File: src/dma_types_pkg.sv
/*
  DMA channel and memory command types
  Widths, channel count and the command payloads sent to the memory engine
*/

package dma_types_pkg;

  // Byte address and word count widths
  localparam int ADDR_W  = 32;
  localparam int COUNT_W = 24;

  // Channels per direction
  localparam int NUM_CH = 2;

  // Selects one of the two channels in a direction
  typedef logic ch_idx_t;

  // Ingress block write, start address plus words in this block
  typedef struct packed {
    logic [ADDR_W-1:0]  addr;
    logic [COUNT_W-1:0] count;
  } wr_cmd_t;

  // Egress block read, size is fixed on the engine side
  typedef struct packed {
    logic [ADDR_W-1:0] addr;
  } rd_cmd_t;

endpackage

File: src/xfer_state_pkg.sv
/*
  Transfer sequencer encodings
  FSM states and the direction code shared by arbiter and sequencer
*/

package xfer_state_pkg;

  // Sequencer FSM states
  typedef enum logic [3:0] {
    IDLE      = 4'h0,
    ING_ISSUE = 4'h1,
    ING_WAIT  = 4'h2,
    EGR_ISSUE = 4'h3,
    EGR_WAIT  = 4'h4
  } xfer_state_t;

  // Direction of a granted transfer
  typedef enum logic {
    DIR_ING = 1'b0,
    DIR_EGR = 1'b1
  } dir_t;

endpackage

File: src/path_arbiter.sv
/*
  Path arbiter
  Picks ingress or egress, then a channel within it, alternating on ties.
  Holds off until the sequencer reports the transfer done
*/

module path_arbiter (
  input  logic                   clk,
  input  logic                   rst,
  input  logic                   i_ing_enable [dma_types_pkg::NUM_CH],
  input  logic                   i_egr_enable [dma_types_pkg::NUM_CH],
  input  logic                   i_xfer_done,
  output logic                   o_grant,
  output xfer_state_pkg::dir_t   o_grant_dir,
  output dma_types_pkg::ch_idx_t o_grant_ch
);

  logic                   r_busy;
  xfer_state_pkg::dir_t   r_dir_pri;
  dma_types_pkg::ch_idx_t r_ing_pri;
  dma_types_pkg::ch_idx_t r_egr_pri;

  logic                   w_ing_any;
  logic                   w_egr_any;
  logic                   w_dir_tie;
  xfer_state_pkg::dir_t   w_dir;
  logic                   w_sel_en [dma_types_pkg::NUM_CH];
  logic                   w_ch_tie;
  dma_types_pkg::ch_idx_t w_ch;

  always_comb begin
    w_ing_any = 1'b0;
    w_egr_any = 1'b0;
    for (int c = 0; c < dma_types_pkg::NUM_CH; c++) begin
      w_ing_any = w_ing_any | i_ing_enable[c];
      w_egr_any = w_egr_any | i_egr_enable[c];
    end

    // Direction first with the favored side winning a tie
    w_dir_tie = w_ing_any && w_egr_any;
    if (w_dir_tie) begin
      w_dir = r_dir_pri;
    end else if (w_egr_any) begin
      w_dir = xfer_state_pkg::DIR_EGR;
    end else begin
      w_dir = xfer_state_pkg::DIR_ING;
    end

    for (int c = 0; c < dma_types_pkg::NUM_CH; c++) begin
      w_sel_en[c] = (w_dir == xfer_state_pkg::DIR_EGR) ? i_egr_enable[c] : i_ing_enable[c];
    end

    // Then the channel by that direction's own bit
    w_ch_tie = w_sel_en[0] && w_sel_en[1];
    if (w_ch_tie) begin
      w_ch = (w_dir == xfer_state_pkg::DIR_EGR) ? r_egr_pri : r_ing_pri;
    end else begin
      w_ch = w_sel_en[1];
    end
  end

  always_ff @(posedge clk) begin
    if (rst) begin
      r_busy    <= 1'b0;
      o_grant   <= 1'b0;
      r_dir_pri <= xfer_state_pkg::DIR_ING;
      r_ing_pri <= 1'b0;
      r_egr_pri <= 1'b0;
    end else begin
      o_grant <= 1'b0;
      if (!r_busy) begin
        if (w_ing_any || w_egr_any) begin
          o_grant <= 1'b1;
          r_busy  <= 1'b1;
          if (w_dir_tie) begin
            r_dir_pri <= (r_dir_pri == xfer_state_pkg::DIR_ING) ?
                         xfer_state_pkg::DIR_EGR : xfer_state_pkg::DIR_ING;
          end
          if (w_ch_tie) begin
            if (w_dir == xfer_state_pkg::DIR_EGR) begin
              r_egr_pri <= ~r_egr_pri;
            end else begin
              r_ing_pri <= ~r_ing_pri;
            end
          end
        end
      end else if (i_xfer_done) begin
        r_busy <= 1'b0;
      end
    end
  end

  // Direction and channel of the grant being issued
  always_ff @(posedge clk) begin
    if (!r_busy && (w_ing_any || w_egr_any)) begin
      o_grant_dir <= w_dir;
      o_grant_ch  <= w_ch;
    end
  end

endmodule

File: src/mem_cmd_port.sv
/*
  Memory engine command port
  Registers a command, pulses go, then follows the engine busy level
  through its rise and fall and pulses done at the end of the block
*/

module mem_cmd_port #(
  parameter type cmd_t = logic
) (
  input  logic clk,
  input  logic rst,
  input  logic i_start,
  input  cmd_t i_cmd,
  input  logic i_bsy,
  output logic o_go,
  output cmd_t o_cmd,
  output logic o_done
);

  typedef enum logic [1:0] {
    PH_IDLE    = 2'd0,
    PH_WAIT_HI = 2'd1,
    PH_WAIT_LO = 2'd2
  } phase_t;

  phase_t r_phase;

  always_ff @(posedge clk) begin
    if (rst) begin
      o_go    <= 1'b0;
      o_done  <= 1'b0;
      r_phase <= PH_IDLE;
    end else begin
      o_go   <= i_start;
      o_done <= 1'b0;
      case (r_phase)
        PH_IDLE: begin
          if (i_start) begin
            r_phase <= PH_WAIT_HI;
          end
        end
        // Engine takes a few cycles to pick up the go
        PH_WAIT_HI: begin
          if (i_bsy) begin
            r_phase <= PH_WAIT_LO;
          end
        end
        PH_WAIT_LO: begin
          if (!i_bsy) begin
            o_done  <= 1'b1;
            r_phase <= PH_IDLE;
          end
        end
        default: begin
          r_phase <= PH_IDLE;
        end
      endcase
    end
  end

  // Command stays put until the next go
  always_ff @(posedge clk) begin
    if (i_start) begin
      o_cmd <= i_cmd;
    end
  end

endmodule

File: src/xfer_sequencer.sv
/*
  Transfer sequencer
  Runs one granted transfer block by block against the memory engine.
  Ingress stops on its word count, egress while the channel stays enabled
*/

module xfer_sequencer #(
  parameter int BLOCK_WORDS = 256
) (
  input  logic                                 clk,
  input  logic                                 rst,
  input  logic                                 i_grant,
  input  xfer_state_pkg::dir_t                 i_grant_dir,
  input  dma_types_pkg::ch_idx_t               i_grant_ch,
  input  logic [dma_types_pkg::ADDR_W-1:0]     i_ing_addr   [dma_types_pkg::NUM_CH],
  input  logic [dma_types_pkg::COUNT_W-1:0]    i_ing_count  [dma_types_pkg::NUM_CH],
  input  logic                                 i_egr_enable [dma_types_pkg::NUM_CH],
  input  logic [dma_types_pkg::ADDR_W-1:0]     i_egr_addr   [dma_types_pkg::NUM_CH],
  input  logic                                 i_wr_done,
  input  logic                                 i_rd_done,
  output logic                                 o_wr_start,
  output dma_types_pkg::wr_cmd_t               o_wr_cmd,
  output logic                                 o_rd_start,
  output dma_types_pkg::rd_cmd_t               o_rd_cmd,
  output logic                                 o_ing_finished [dma_types_pkg::NUM_CH],
  output logic                                 o_xfer_done
);

  localparam int AW = dma_types_pkg::ADDR_W;
  localparam int CW = dma_types_pkg::COUNT_W;

  // Block size in words and an egress block in bytes
  localparam logic [CW-1:0] BLK_COUNT = CW'(BLOCK_WORDS);
  localparam logic [AW-1:0] EGR_STEP  = AW'(BLOCK_WORDS * 4);

  xfer_state_pkg::xfer_state_t r_state;
  dma_types_pkg::ch_idx_t      r_ch;
  logic                        r_fin;
  logic [AW-1:0]               r_addr;
  logic [CW-1:0]               r_remain;

  logic [CW-1:0]               w_blk;
  logic [AW-1:0]               w_blk_bytes;

  // Last ingress block may be short
  assign w_blk       = (r_remain < BLK_COUNT) ? r_remain : BLK_COUNT;
  assign w_blk_bytes = AW'(w_blk) << 2;

  assign o_wr_start     = (r_state == xfer_state_pkg::ING_ISSUE);
  assign o_wr_cmd.addr  = r_addr;
  assign o_wr_cmd.count = w_blk;

  assign o_rd_start    = (r_state == xfer_state_pkg::EGR_ISSUE) && i_egr_enable[r_ch];
  assign o_rd_cmd.addr = r_addr;

  always_comb begin
    for (int c = 0; c < dma_types_pkg::NUM_CH; c++) begin
      o_ing_finished[c] = r_fin && (r_ch == dma_types_pkg::ch_idx_t'(c));
    end
  end

  always_ff @(posedge clk) begin
    if (rst) begin
      r_state     <= xfer_state_pkg::IDLE;
      r_ch        <= 1'b0;
      r_fin       <= 1'b0;
      o_xfer_done <= 1'b0;
    end else begin
      r_fin       <= 1'b0;
      o_xfer_done <= 1'b0;
      case (r_state)
        xfer_state_pkg::IDLE: begin
          if (i_grant) begin
            r_ch <= i_grant_ch;
            if (i_grant_dir == xfer_state_pkg::DIR_EGR) begin
              r_state <= xfer_state_pkg::EGR_ISSUE;
            end else if (i_ing_count[i_grant_ch] == '0) begin
              // Nothing to move, just report finished
              r_fin       <= 1'b1;
              o_xfer_done <= 1'b1;
            end else begin
              r_state <= xfer_state_pkg::ING_ISSUE;
            end
          end
        end
        xfer_state_pkg::ING_ISSUE: begin
          r_state <= xfer_state_pkg::ING_WAIT;
        end
        xfer_state_pkg::ING_WAIT: begin
          if (i_wr_done) begin
            if (r_remain == '0) begin
              r_fin       <= 1'b1;
              o_xfer_done <= 1'b1;
              r_state     <= xfer_state_pkg::IDLE;
            end else begin
              r_state <= xfer_state_pkg::ING_ISSUE;
            end
          end
        end
        xfer_state_pkg::EGR_ISSUE: begin
          if (i_egr_enable[r_ch]) begin
            r_state <= xfer_state_pkg::EGR_WAIT;
          end else begin
            o_xfer_done <= 1'b1;
            r_state     <= xfer_state_pkg::IDLE;
          end
        end
        xfer_state_pkg::EGR_WAIT: begin
          if (i_rd_done) begin
            r_state <= xfer_state_pkg::EGR_ISSUE;
          end
        end
        default: begin
          r_state <= xfer_state_pkg::IDLE;
        end
      endcase
    end
  end

  // Address and remaining words, advanced as each block is issued
  always_ff @(posedge clk) begin
    if ((r_state == xfer_state_pkg::IDLE) && i_grant) begin
      if (i_grant_dir == xfer_state_pkg::DIR_EGR) begin
        r_addr <= i_egr_addr[i_grant_ch];
      end else begin
        r_addr <= i_ing_addr[i_grant_ch];
      end
      r_remain <= i_ing_count[i_grant_ch];
    end else if (o_wr_start) begin
      r_addr   <= r_addr + w_blk_bytes;
      r_remain <= r_remain - w_blk;
    end else if (o_rd_start) begin
      r_addr <= r_addr + EGR_STEP;
    end
  end

endmodule

File: src/ddr3_arbiter_controller.sv
/*
  Memory access arbiter top level
  Two ingress and two egress DMA channels sharing one block memory engine
*/

module ddr3_arbiter_controller #(
  parameter int BLOCK_WORDS = 256
) (
  input  logic                              clk,
  input  logic                              rst,

  // Ingress DMA channels
  input  logic                              i_ing_enable   [dma_types_pkg::NUM_CH],
  input  logic [dma_types_pkg::ADDR_W-1:0]  i_ing_addr     [dma_types_pkg::NUM_CH],
  input  logic [dma_types_pkg::COUNT_W-1:0] i_ing_count    [dma_types_pkg::NUM_CH],
  output logic                              o_ing_finished [dma_types_pkg::NUM_CH],

  // Egress DMA channels
  input  logic                              i_egr_enable   [dma_types_pkg::NUM_CH],
  input  logic [dma_types_pkg::ADDR_W-1:0]  i_egr_addr     [dma_types_pkg::NUM_CH],

  // Memory engine, write side
  output logic                              o_ibuf_go,
  output dma_types_pkg::wr_cmd_t            o_ibuf_cmd,
  input  logic                              i_ibuf_bsy,

  // Memory engine, read side
  output logic                              o_obuf_go,
  output dma_types_pkg::rd_cmd_t            o_obuf_cmd,
  input  logic                              i_obuf_bsy
);

  logic                   w_grant;
  xfer_state_pkg::dir_t   w_grant_dir;
  dma_types_pkg::ch_idx_t w_grant_ch;
  logic                   w_xfer_done;

  logic                   w_wr_start;
  dma_types_pkg::wr_cmd_t w_wr_cmd;
  logic                   w_wr_done;
  logic                   w_rd_start;
  dma_types_pkg::rd_cmd_t w_rd_cmd;
  logic                   w_rd_done;

  path_arbiter arbiter (
    .clk          (clk),
    .rst          (rst),
    .i_ing_enable (i_ing_enable),
    .i_egr_enable (i_egr_enable),
    .i_xfer_done  (w_xfer_done),
    .o_grant      (w_grant),
    .o_grant_dir  (w_grant_dir),
    .o_grant_ch   (w_grant_ch)
  );

  xfer_sequencer #(
    .BLOCK_WORDS (BLOCK_WORDS)
  ) sequencer (
    .clk            (clk),
    .rst            (rst),
    .i_grant        (w_grant),
    .i_grant_dir    (w_grant_dir),
    .i_grant_ch     (w_grant_ch),
    .i_ing_addr     (i_ing_addr),
    .i_ing_count    (i_ing_count),
    .i_egr_enable   (i_egr_enable),
    .i_egr_addr     (i_egr_addr),
    .i_wr_done      (w_wr_done),
    .i_rd_done      (w_rd_done),
    .o_wr_start     (w_wr_start),
    .o_wr_cmd       (w_wr_cmd),
    .o_rd_start     (w_rd_start),
    .o_rd_cmd       (w_rd_cmd),
    .o_ing_finished (o_ing_finished),
    .o_xfer_done    (w_xfer_done)
  );

  // Ingress blocks go out as writes
  mem_cmd_port #(
    .cmd_t (dma_types_pkg::wr_cmd_t)
  ) wr_port (
    .clk     (clk),
    .rst     (rst),
    .i_start (w_wr_start),
    .i_cmd   (w_wr_cmd),
    .i_bsy   (i_ibuf_bsy),
    .o_go    (o_ibuf_go),
    .o_cmd   (o_ibuf_cmd),
    .o_done  (w_wr_done)
  );

  // Egress blocks go out as reads
  mem_cmd_port #(
    .cmd_t (dma_types_pkg::rd_cmd_t)
  ) rd_port (
    .clk     (clk),
    .rst     (rst),
    .i_start (w_rd_start),
    .i_cmd   (w_rd_cmd),
    .i_bsy   (i_obuf_bsy),
    .o_go    (o_obuf_go),
    .o_cmd   (o_obuf_cmd),
    .o_done  (w_rd_done)
  );

endmodule

File: config.mk
export PLATFORM = sky130hd
export DESIGN_NAME = ddr3_arbiter_controller
export DESIGN_NICKNAME = d
export VERILOG_FILES = /design/src/dma_types_pkg.sv /design/src/xfer_state_pkg.sv /design/src/path_arbiter.sv /design/src/mem_cmd_port.sv /design/src/xfer_sequencer.sv /design/src/ddr3_arbiter_controller.sv
export SDC_FILE = /design/constraint.sdc
export NUM_CORES = 1
export LEC_CHECK = 0
export ABC_CLOCK_PERIOD_IN_PS = 4600
export BUFFER_PORTS_ARGS = -buffer_cell sky130_fd_sc_hd__buf_2
export CORE_MARGIN = 2
export CORE_UTILIZATION = 53
export CTS_CLUSTER_DIAMETER = 120
export DETAILED_ROUTE_END_ITERATION = 16
export PLACE_DENSITY = 0.9
export SETUP_SLACK_MARGIN = 0.15
export SKIP_LAST_GASP = 1
export SLEW_MARGIN = 20
export SYNTH_ARGS = -nofsm -noshare
export SYNTH_HDL_FRONTEND = slang
export SYNTH_SLANG_ARGS = --single-unit
export TNS_END_PERCENT = 30
File: constraint.sdc
create_clock -name clk -period 4.6 [get_ports clk]
set_clock_uncertainty 0.1 [all_clocks]
set_input_delay 0 -clock clk [delete_from_list [all_inputs] [get_ports clk]]
set_output_delay 0 -clock clk [all_outputs]
set_load 0.03 [all_outputs]
==> results of run 1 <==
-- state kept, by name, summed over array words and instances (netlist names), 2 cells and up --
signal and flops:
sequencer.r_state 3, sequencer.r_remain 24, rd_port.o_cmd 32, rd_port.r_phase 2, sequencer.o_rd_cmd 32, wr_port.o_cmd 56
wr_port.r_phase 2
-- synth_stat cells (3+ instances only) --
| master | instances | area (µm²) |
|---|---|---|
| edfxtp_1 | 146 | 4380 |
| a21oi_1 | 61 | 305 |
| nand2_1 | 58 | 218 |
| nor2_1 | 57 | 214 |
| o21ai_0 | 36 | 180 |
| mux4_2 | 32 | 721 |
| clkbuf_1 | 29 | 109 |
| ha_1 | 26 | 325 |
| xnor2_1 | 24 | 210 |
| nand3_1 | 23 | 115 |
| nor3_1 | 22 | 110 |
| xor2_1 | 20 | 175 |
| dfxtp_1 | 19 | 380 |
| mux2i_1 | 19 | 190 |
| and3_1 | 17 | 106 |
| inv_1 | 17 | 63.8 |
| a211oi_1 | 16 | 120 |
| nor2b_1 | 15 | 93.8 |
| nand4_1 | 13 | 81.3 |
| nor4_1 | 13 | 81.3 |
| o22ai_1 | 13 | 81.3 |
| a31oi_1 | 11 | 68.8 |
| o21ai_1 | 10 | 50.1 |
| buf_2 | 9 | 45.0 |
| nand2b_1 | 8 | 50.1 |
| o211ai_1 | 8 | 60.1 |
| a21o_1 | 7 | 52.6 |
| buf_1 | 6 | 22.5 |
| or3_1 | 5 | 31.3 |
| and2_1 | 4 | 25.0 |
| mux2_2 | 4 | 45.0 |
| nor3b_1 | 4 | 30.0 |
| a22oi_1 | 3 | 22.5 |
| a31o_2 | 3 | 26.3 |
| and3b_1 | 3 | 26.3 |
| nor4b_1 | 3 | 26.3 |
| o221ai_1 | 3 | 26.3 |
| or4_4 | 3 | 33.8 |
-- where the power goes --
group          switching, W  leakage [nW]  internal (W)
combinational      0.000821          3.18      0.000608
sequential         0.000188          1.52       0.00189
clock              0.000623         0.284      0.000817
total               0.00163          4.99       0.00332
-- area by class of cell --
type	count	area share (%)
antenna	1	0.0201
clock buffer	18	3.44
clock inverter	14	1.36
inverter	18	0.552
multi-input combinational	633	37.0
sequential	165	38.2
tap	229	2.30
timing repair buffer	354	17.1
-- critical path: stages (launching register included) --
cell and delay, ps:
edfxtp_1 450, or4_4 580, nor4_4 250, and2_4 290
nand2_1 150, inv_1 110, ha_1 230, a21oi_1 260
or2_1 190, a2111oi_2 100, a2111o_1 480, a31oi_4 320
or4b_1 460, and3b_1 170
-- per-layer routing --
metal  part of all wire [%]  vias up
met3                    7.3       60
met1                     39     4055
li1                       -     3927
met4                    2.8        0
met2                     51      445
met5                      0        -
-- timing repair --
item	4_1_cts	5_1_grt
hold endpoints to repair	47	0
setup buffers	0	0
resized for setup	0	2
hold buffers	64	0
endpoints found under the setup margin	0	7
-- cells by family after synthesis --
logic type	after synthesis	synth area share, %
DFF	165	50.0
other	2	0.0789
muxes	56	10.2
adders and majority gates	27	3.63
and+or+nand+nor	267	15.1
buffers and inverters	63	2.68
xor gates and xnor gates	44	4.05
AOI/OAI and AO/OA	208	14.2
-- final timing paths --
| kind | slack (ps) | startpoint | cells past startpoint | end |
|---|---|---|---|---|
| hold reg to reg | 350 | sequencer.o_rd_cmd[0] | 0 | wr_port.o_cmd[24] |
| setup reg to reg | 220 | sequencer.r_remain[20] | 13 | sequencer.o_rd_cmd[23] |
| hold / removal | 20 | i_ing_addr[33] | 3 | sequencer.o_rd_cmd[1] |
| setup / recovery | 220 | sequencer.r_remain[20] | 13 | sequencer.o_rd_cmd[23] |
-- metrics by stage --
stage / worst slack (ps) / hold WS [ps]
after floorplan: 464 / -20.7
after global placement: 436 / 94.6
after detailed placement: 318 / 103
after CTS: 311 / 1.17
after global routing: 88.2 / 14.7
final: 218 / 22.2
==> impl_metrics.env, run 1 <==
export IMPL_grtUsageTotal_pct=28.7
export IMPL_fmax_mhz=228
export IMPL_grt_overflow=0
export IMPL_fin_util_pct=70.1
export IMPL_insertion_delay_ps=420
export IMPL_use_met3_pct=6.03
export IMPL_wl_per_cell_um=19.3
export IMPL_met1_usage_pct=35.2
export IMPL_layout_commonest_cell="buf_2"
export IMPL_met2_usage_pct=50.5
export IMPL_post_synth_cell_area_avg_um2=11.4
export IMPL_stdcell_count=1432
export IMPL_dieArea_um2=19100
export IMPL_netlist_area_um2=9520
export IMPL_cp_end_kind="flop"
export IMPL_cap_violations=0
export IMPL_startpoint_type="flop"
export IMPL_grt_max_degree=59
export IMPL_multi_input_area_um2=4620
export IMPL_p_total_w=0.00495
export IMPL_antenna_left=0
export IMPL_nNetsFinal=1400
export IMPL_finalWirelength_um=27600
export IMPL_yosysUniqueCellTypes=80
export IMPL_vias=8487
export IMPL_core_um2=17800
export IMPL_syn_inst=832
export IMPL_start_util_pct=53.5
export IMPL_numCtsBuffers=17
export IMPL_drive_gt1_share_pct=32.1
export IMPL_post_route_period_util_pct=95.3
export IMPL_grt_first_pass_wirelength_um=43500
export IMPL_stdcell_area_um2=12500
export IMPL_status="finished clean"
export IMPL_drcViolationCount=0
export IMPL_final_cell_mix="buf_2, edfxtp_1, dlygate4sd3_1, a21oi_1"
export IMPL_hpwl_um=19300
export IMPL_place_area_um2=11200
export IMPL_root_buffer="clkbuf_16"
export IMPL_first_pass_iters=5
export IMPL_clk_pin_slew_ps=70
export IMPL_rsz0062_at_grt="true"
export IMPL_drt_iter0_markers=711
export IMPL_power_leakage_nw=4.99
export IMPL_clk_path_buf_depth=2
export IMPL_h_tree_depth=4
export IMPL_worst_ir_drop_vdd_v=0.000273
export IMPL_yosysWarnings=0
export IMPL_gp_congestion=0.903
export IMPL_cp_max_fo=12
export IMPL_seq_area_um2=4760
export IMPL_fillers=1293
export IMPL_grt_busiest_layer="met2"
export IMPL_placed_cells=1335
export IMPL_synth_edff_count=146
export IMPL_die_x_um=138
export IMPL_rows=49
export IMPL_port_buffers=275
export IMPL_setup_viol=0
export IMPL_relSlewSlack_pct=27.6
export IMPL_synth_seq_cells=165
export IMPL_fin_crit_ps=4380
export IMPL_yosysSeqAreaShare_pct=50.0
export IMPL_grt_pass1_vias=8380
export IMPL_antenna_found_initial=1
export IMPL_clock_sinks=165
export IMPL_area_growth_pct=31.0
export IMPL_slew_viol_final=0
export IMPL_cts_tree="done"
export IMPL_ios=276
export IMPL_worst_pin_slew_ps=1080
export IMPL_power_per_cell_area_nw_per_um2=397
export IMPL_critical_path_class="flop to flop"
export IMPL_hp_class="input pin to flop"
export IMPL_worst_ep_required_time_ps=4680
export IMPL_worstPathArrival_ps=4460
export IMPL_finalHoldViolations=0
export IMPL_synth_ff_type="edfxtp_1"
export IMPL_die_h_um=138
export IMPL_vias_per_cell=5.93
export IMPL_setup_tns_final_ps=0
export IMPL_synth_async_reset_ratio_pct=0
Note: power is estimated with default switching activity, not from simulation.
==> inputs of run 2 (changes only) <==
--- a/config.mk
+++ b/config.mk
@@ -11,6 +11,7 @@
 export CORE_UTILIZATION = 53
 export CTS_CLUSTER_DIAMETER = 120
 export DETAILED_ROUTE_END_ITERATION = 16
+export GPL_TIMING_DRIVEN = 0
 export PLACE_DENSITY = 0.9
 export SETUP_SLACK_MARGIN = 0.15
 export SKIP_LAST_GASP = 1
==> constraint.sdc (replaced) <==
create_clock -name clk -period 4.6 [get_ports clk]
set_clock_uncertainty 0.1 [all_clocks]
set_input_delay 0 -clock clk [delete_from_list [all_inputs] [get_ports clk]]
set_output_delay 0 -clock clk [all_outputs]
set_load 0.005 [all_outputs]
==> impl_metrics.env, run 2 (synthesis gave the netlist of run 1 again) <==
export IMPL_status="finished clean"
export IMPL_cap_violations=0
export IMPL_worstPathArrival_ps=4410
export IMPL_fmax_mhz=231
export IMPL_gp_congestion=0.941
export IMPL_slowest_stage="or4_4"
export IMPL_port_buffers=274
export IMPL_grt_pass1_vias=8979
export IMPL_rows=49
export IMPL_clk_pin_slew_ps=70
export IMPL_cp_max_fo=10
export IMPL_fillers=1266
export IMPL_finalHoldViolations=0
export IMPL_power_leakage_nw=5.05
export IMPL_p_comb_share_pct=29.2
export IMPL_post_route_period_util_pct=94.2
export IMPL_wl_per_cell_um=21.0
export IMPL_antenna_found_initial=0
export IMPL_die_x_um=138
export IMPL_layout_commonest_cell="buf_2"
export IMPL_area_growth_pct=32.9
export IMPL_clk_path_buf_depth=2
export IMPL_stdcell_count=1465
export IMPL_drive_gt1_share_pct=31.4
export IMPL_power_per_cell_area_nw_per_um2=395
export IMPL_worst_ir_drop_vdd_v=0.000299
export IMPL_internal_power_w=0.00335
export IMPL_antenna_left=0
export IMPL_grt_overflow=0
export IMPL_dieArea_um2=19100
export IMPL_power_share_clock_pct=29.5
export IMPL_h_tree_depth=4
export IMPL_grt_max_degree=49
export IMPL_grt_first_pass_wirelength_um=47300
export IMPL_start_util_pct=53.5
export IMPL_regMostFlops="wr_port.o_cmd"
export IMPL_drcViolationCount=0
export IMPL_startpoint_type="flop"
export IMPL_worst_ep_required_time_ps=4670
export IMPL_final_cell_mix="buf_2, edfxtp_1, dlygate4sd3_1, a21oi_1"
export IMPL_placed_cells=1367
export IMPL_whs_ps=16.4
export IMPL_die_h_um=138
export IMPL_ios=276
export IMPL_p_sw_share_pct=33.1
export IMPL_drt_iter0_markers=757
export IMPL_critical_path_class="flop to flop"
export IMPL_hp_class="input pin to flop"
export IMPL_setup_viol=0
export IMPL_fin_util_pct=71.2
export IMPL_relSlewSlack_pct=29.7
export IMPL_pre_cts_slack_ps=-102
export IMPL_numCtsBuffers=17
export IMPL_rsz0062_at_grt="true"
export IMPL_vias=8875
export IMPL_netSwitchingPower_w=0.00165
export IMPL_slew_viol_final=0
export IMPL_num_antenna_cells=0
export IMPL_largest_reg_flops=56
export IMPL_crit_chain="or4_4 > nor4_4 > buf_2 > and3_1 > ha_1 > nand3_1 > or2_1 > a2111oi_2 > a2111o_1 > a31oi_4 > a21oi_1 > mux2_1"
export IMPL_worst_pin_slew_ps=1050
export IMPL_hpwl_um=21600
export IMPL_grtUsageTotal_pct=32.0
export IMPL_vias_per_cell=6.06
export IMPL_fin_crit_ps=4340
export IMPL_timing_final_ws_setup_ps=265
export IMPL_p_total_w=0.00500
export IMPL_finalWirelength_um=30800
export IMPL_seq_power_share_pct=41.3
export IMPL_core_um2=17800
export IMPL_clock_sinks=165
export IMPL_root_buffer="clkbuf_16"
export IMPL_cp_end_kind="flop"
export IMPL_insertion_delay_ps=430
export IMPL_first_pass_iters=5
export IMPL_cts_tree="done"
export IMPL_slowest_delay_ps=620
export IMPL_nNetsFinal=1434
## run 2: cell count changes in the layout (fill, tap and decap cells not counted), moves of 3 or more
| cell | before | now |
|---|---|---|
| buf_4 | 15 | 0 |
| buf_2 | 275 | 283 |
| inv_6 | 3 | 6 |
| dlygate4sd3_1 | 64 | 67 |
| buf_1 | 0 | 6 |
| clkbuf_1 | 1 | 26 |
## run 2: area by class of cell
| cell class | count | area [µm²] | share of cell area, % |
|---|---|---|---|
| inverter | 18 | 67.6 | 0.534 |
| tap | 229 | 287 | 2.26 |
| multi-input combinational | 633 | 4630 | 36.6 |
| clock buffer | 17 | 425 | 3.36 |
| buffer | 44 | 189 | 1.49 |
| clock inverter | 15 | 185 | 1.46 |
| sequential | 165 | 4760 | 37.7 |
| timing repair buffer | 344 | 2110 | 16.7 |
## run 2: power groups by stage
stage	clock network (W)	logic (W)	registers [W]
2_1_floorplan	0	0.000905	0.00204
3_3_place_gp	0	0.00127	0.00209
3_5_place_dp	0	0.00132	0.00209
4_1_cts	0.00148	0.00140	0.00206
5_1_grt	0.00155	0.00158	0.00208
6_report	0.00147	0.00146	0.00207
## run 2: metrics by stage
stage               cell area [µm²]  setup TNS [ps]
finish                        12700               0
global route                  12700               0
CTS                           12600               0
detailed placement            11400            -177
global placement              11300          -17300
floorplan                      9630               0
## run 2: worst max-delay path, delay by kind of cell, from the launching register on
family                     cells  cell delay (ps)
and+or+nand+nor                5             1380
buffers and inverters          1              240
AOI/OAI and AO/OA              4             1280
adders and majority gates      1              240
DFF                            1              480
muxes                          1              360
## run 2: routing by layer
metal	vias to the layer above	share of wire [%]	GRT usage, %
met5	-	0	0
met4	0	3.7	14.0
met3	88	8.3	6.62
met2	530	50	55.2
met1	4253	38	39.1
li1	4004	-	-
## run 2: path summary, 6_finish.rpt
kind / slack (ps) / cells after the start / startpoint / endpoint
setup / recovery: 260 / 12 / sequencer.r_remain[14] / sequencer.o_rd_cmd[31]
hold / removal: 20 / 4 / i_egr_addr[28] / sequencer.o_rd_cmd[28]
hold reg to reg: 370 / 0 / sequencer.o_rd_cmd[26] / wr_port.o_cmd[50]
setup reg to reg: 260 / 12 / sequencer.r_remain[14] / sequencer.o_rd_cmd[31]
## run 2: timing repair
item,CTS,global route
buffers inserted,0,0
gates resized for setup,0,5
setup endpoints to repair,10,11
hold buffers,67,0
endpoints found under the hold margin,43,0
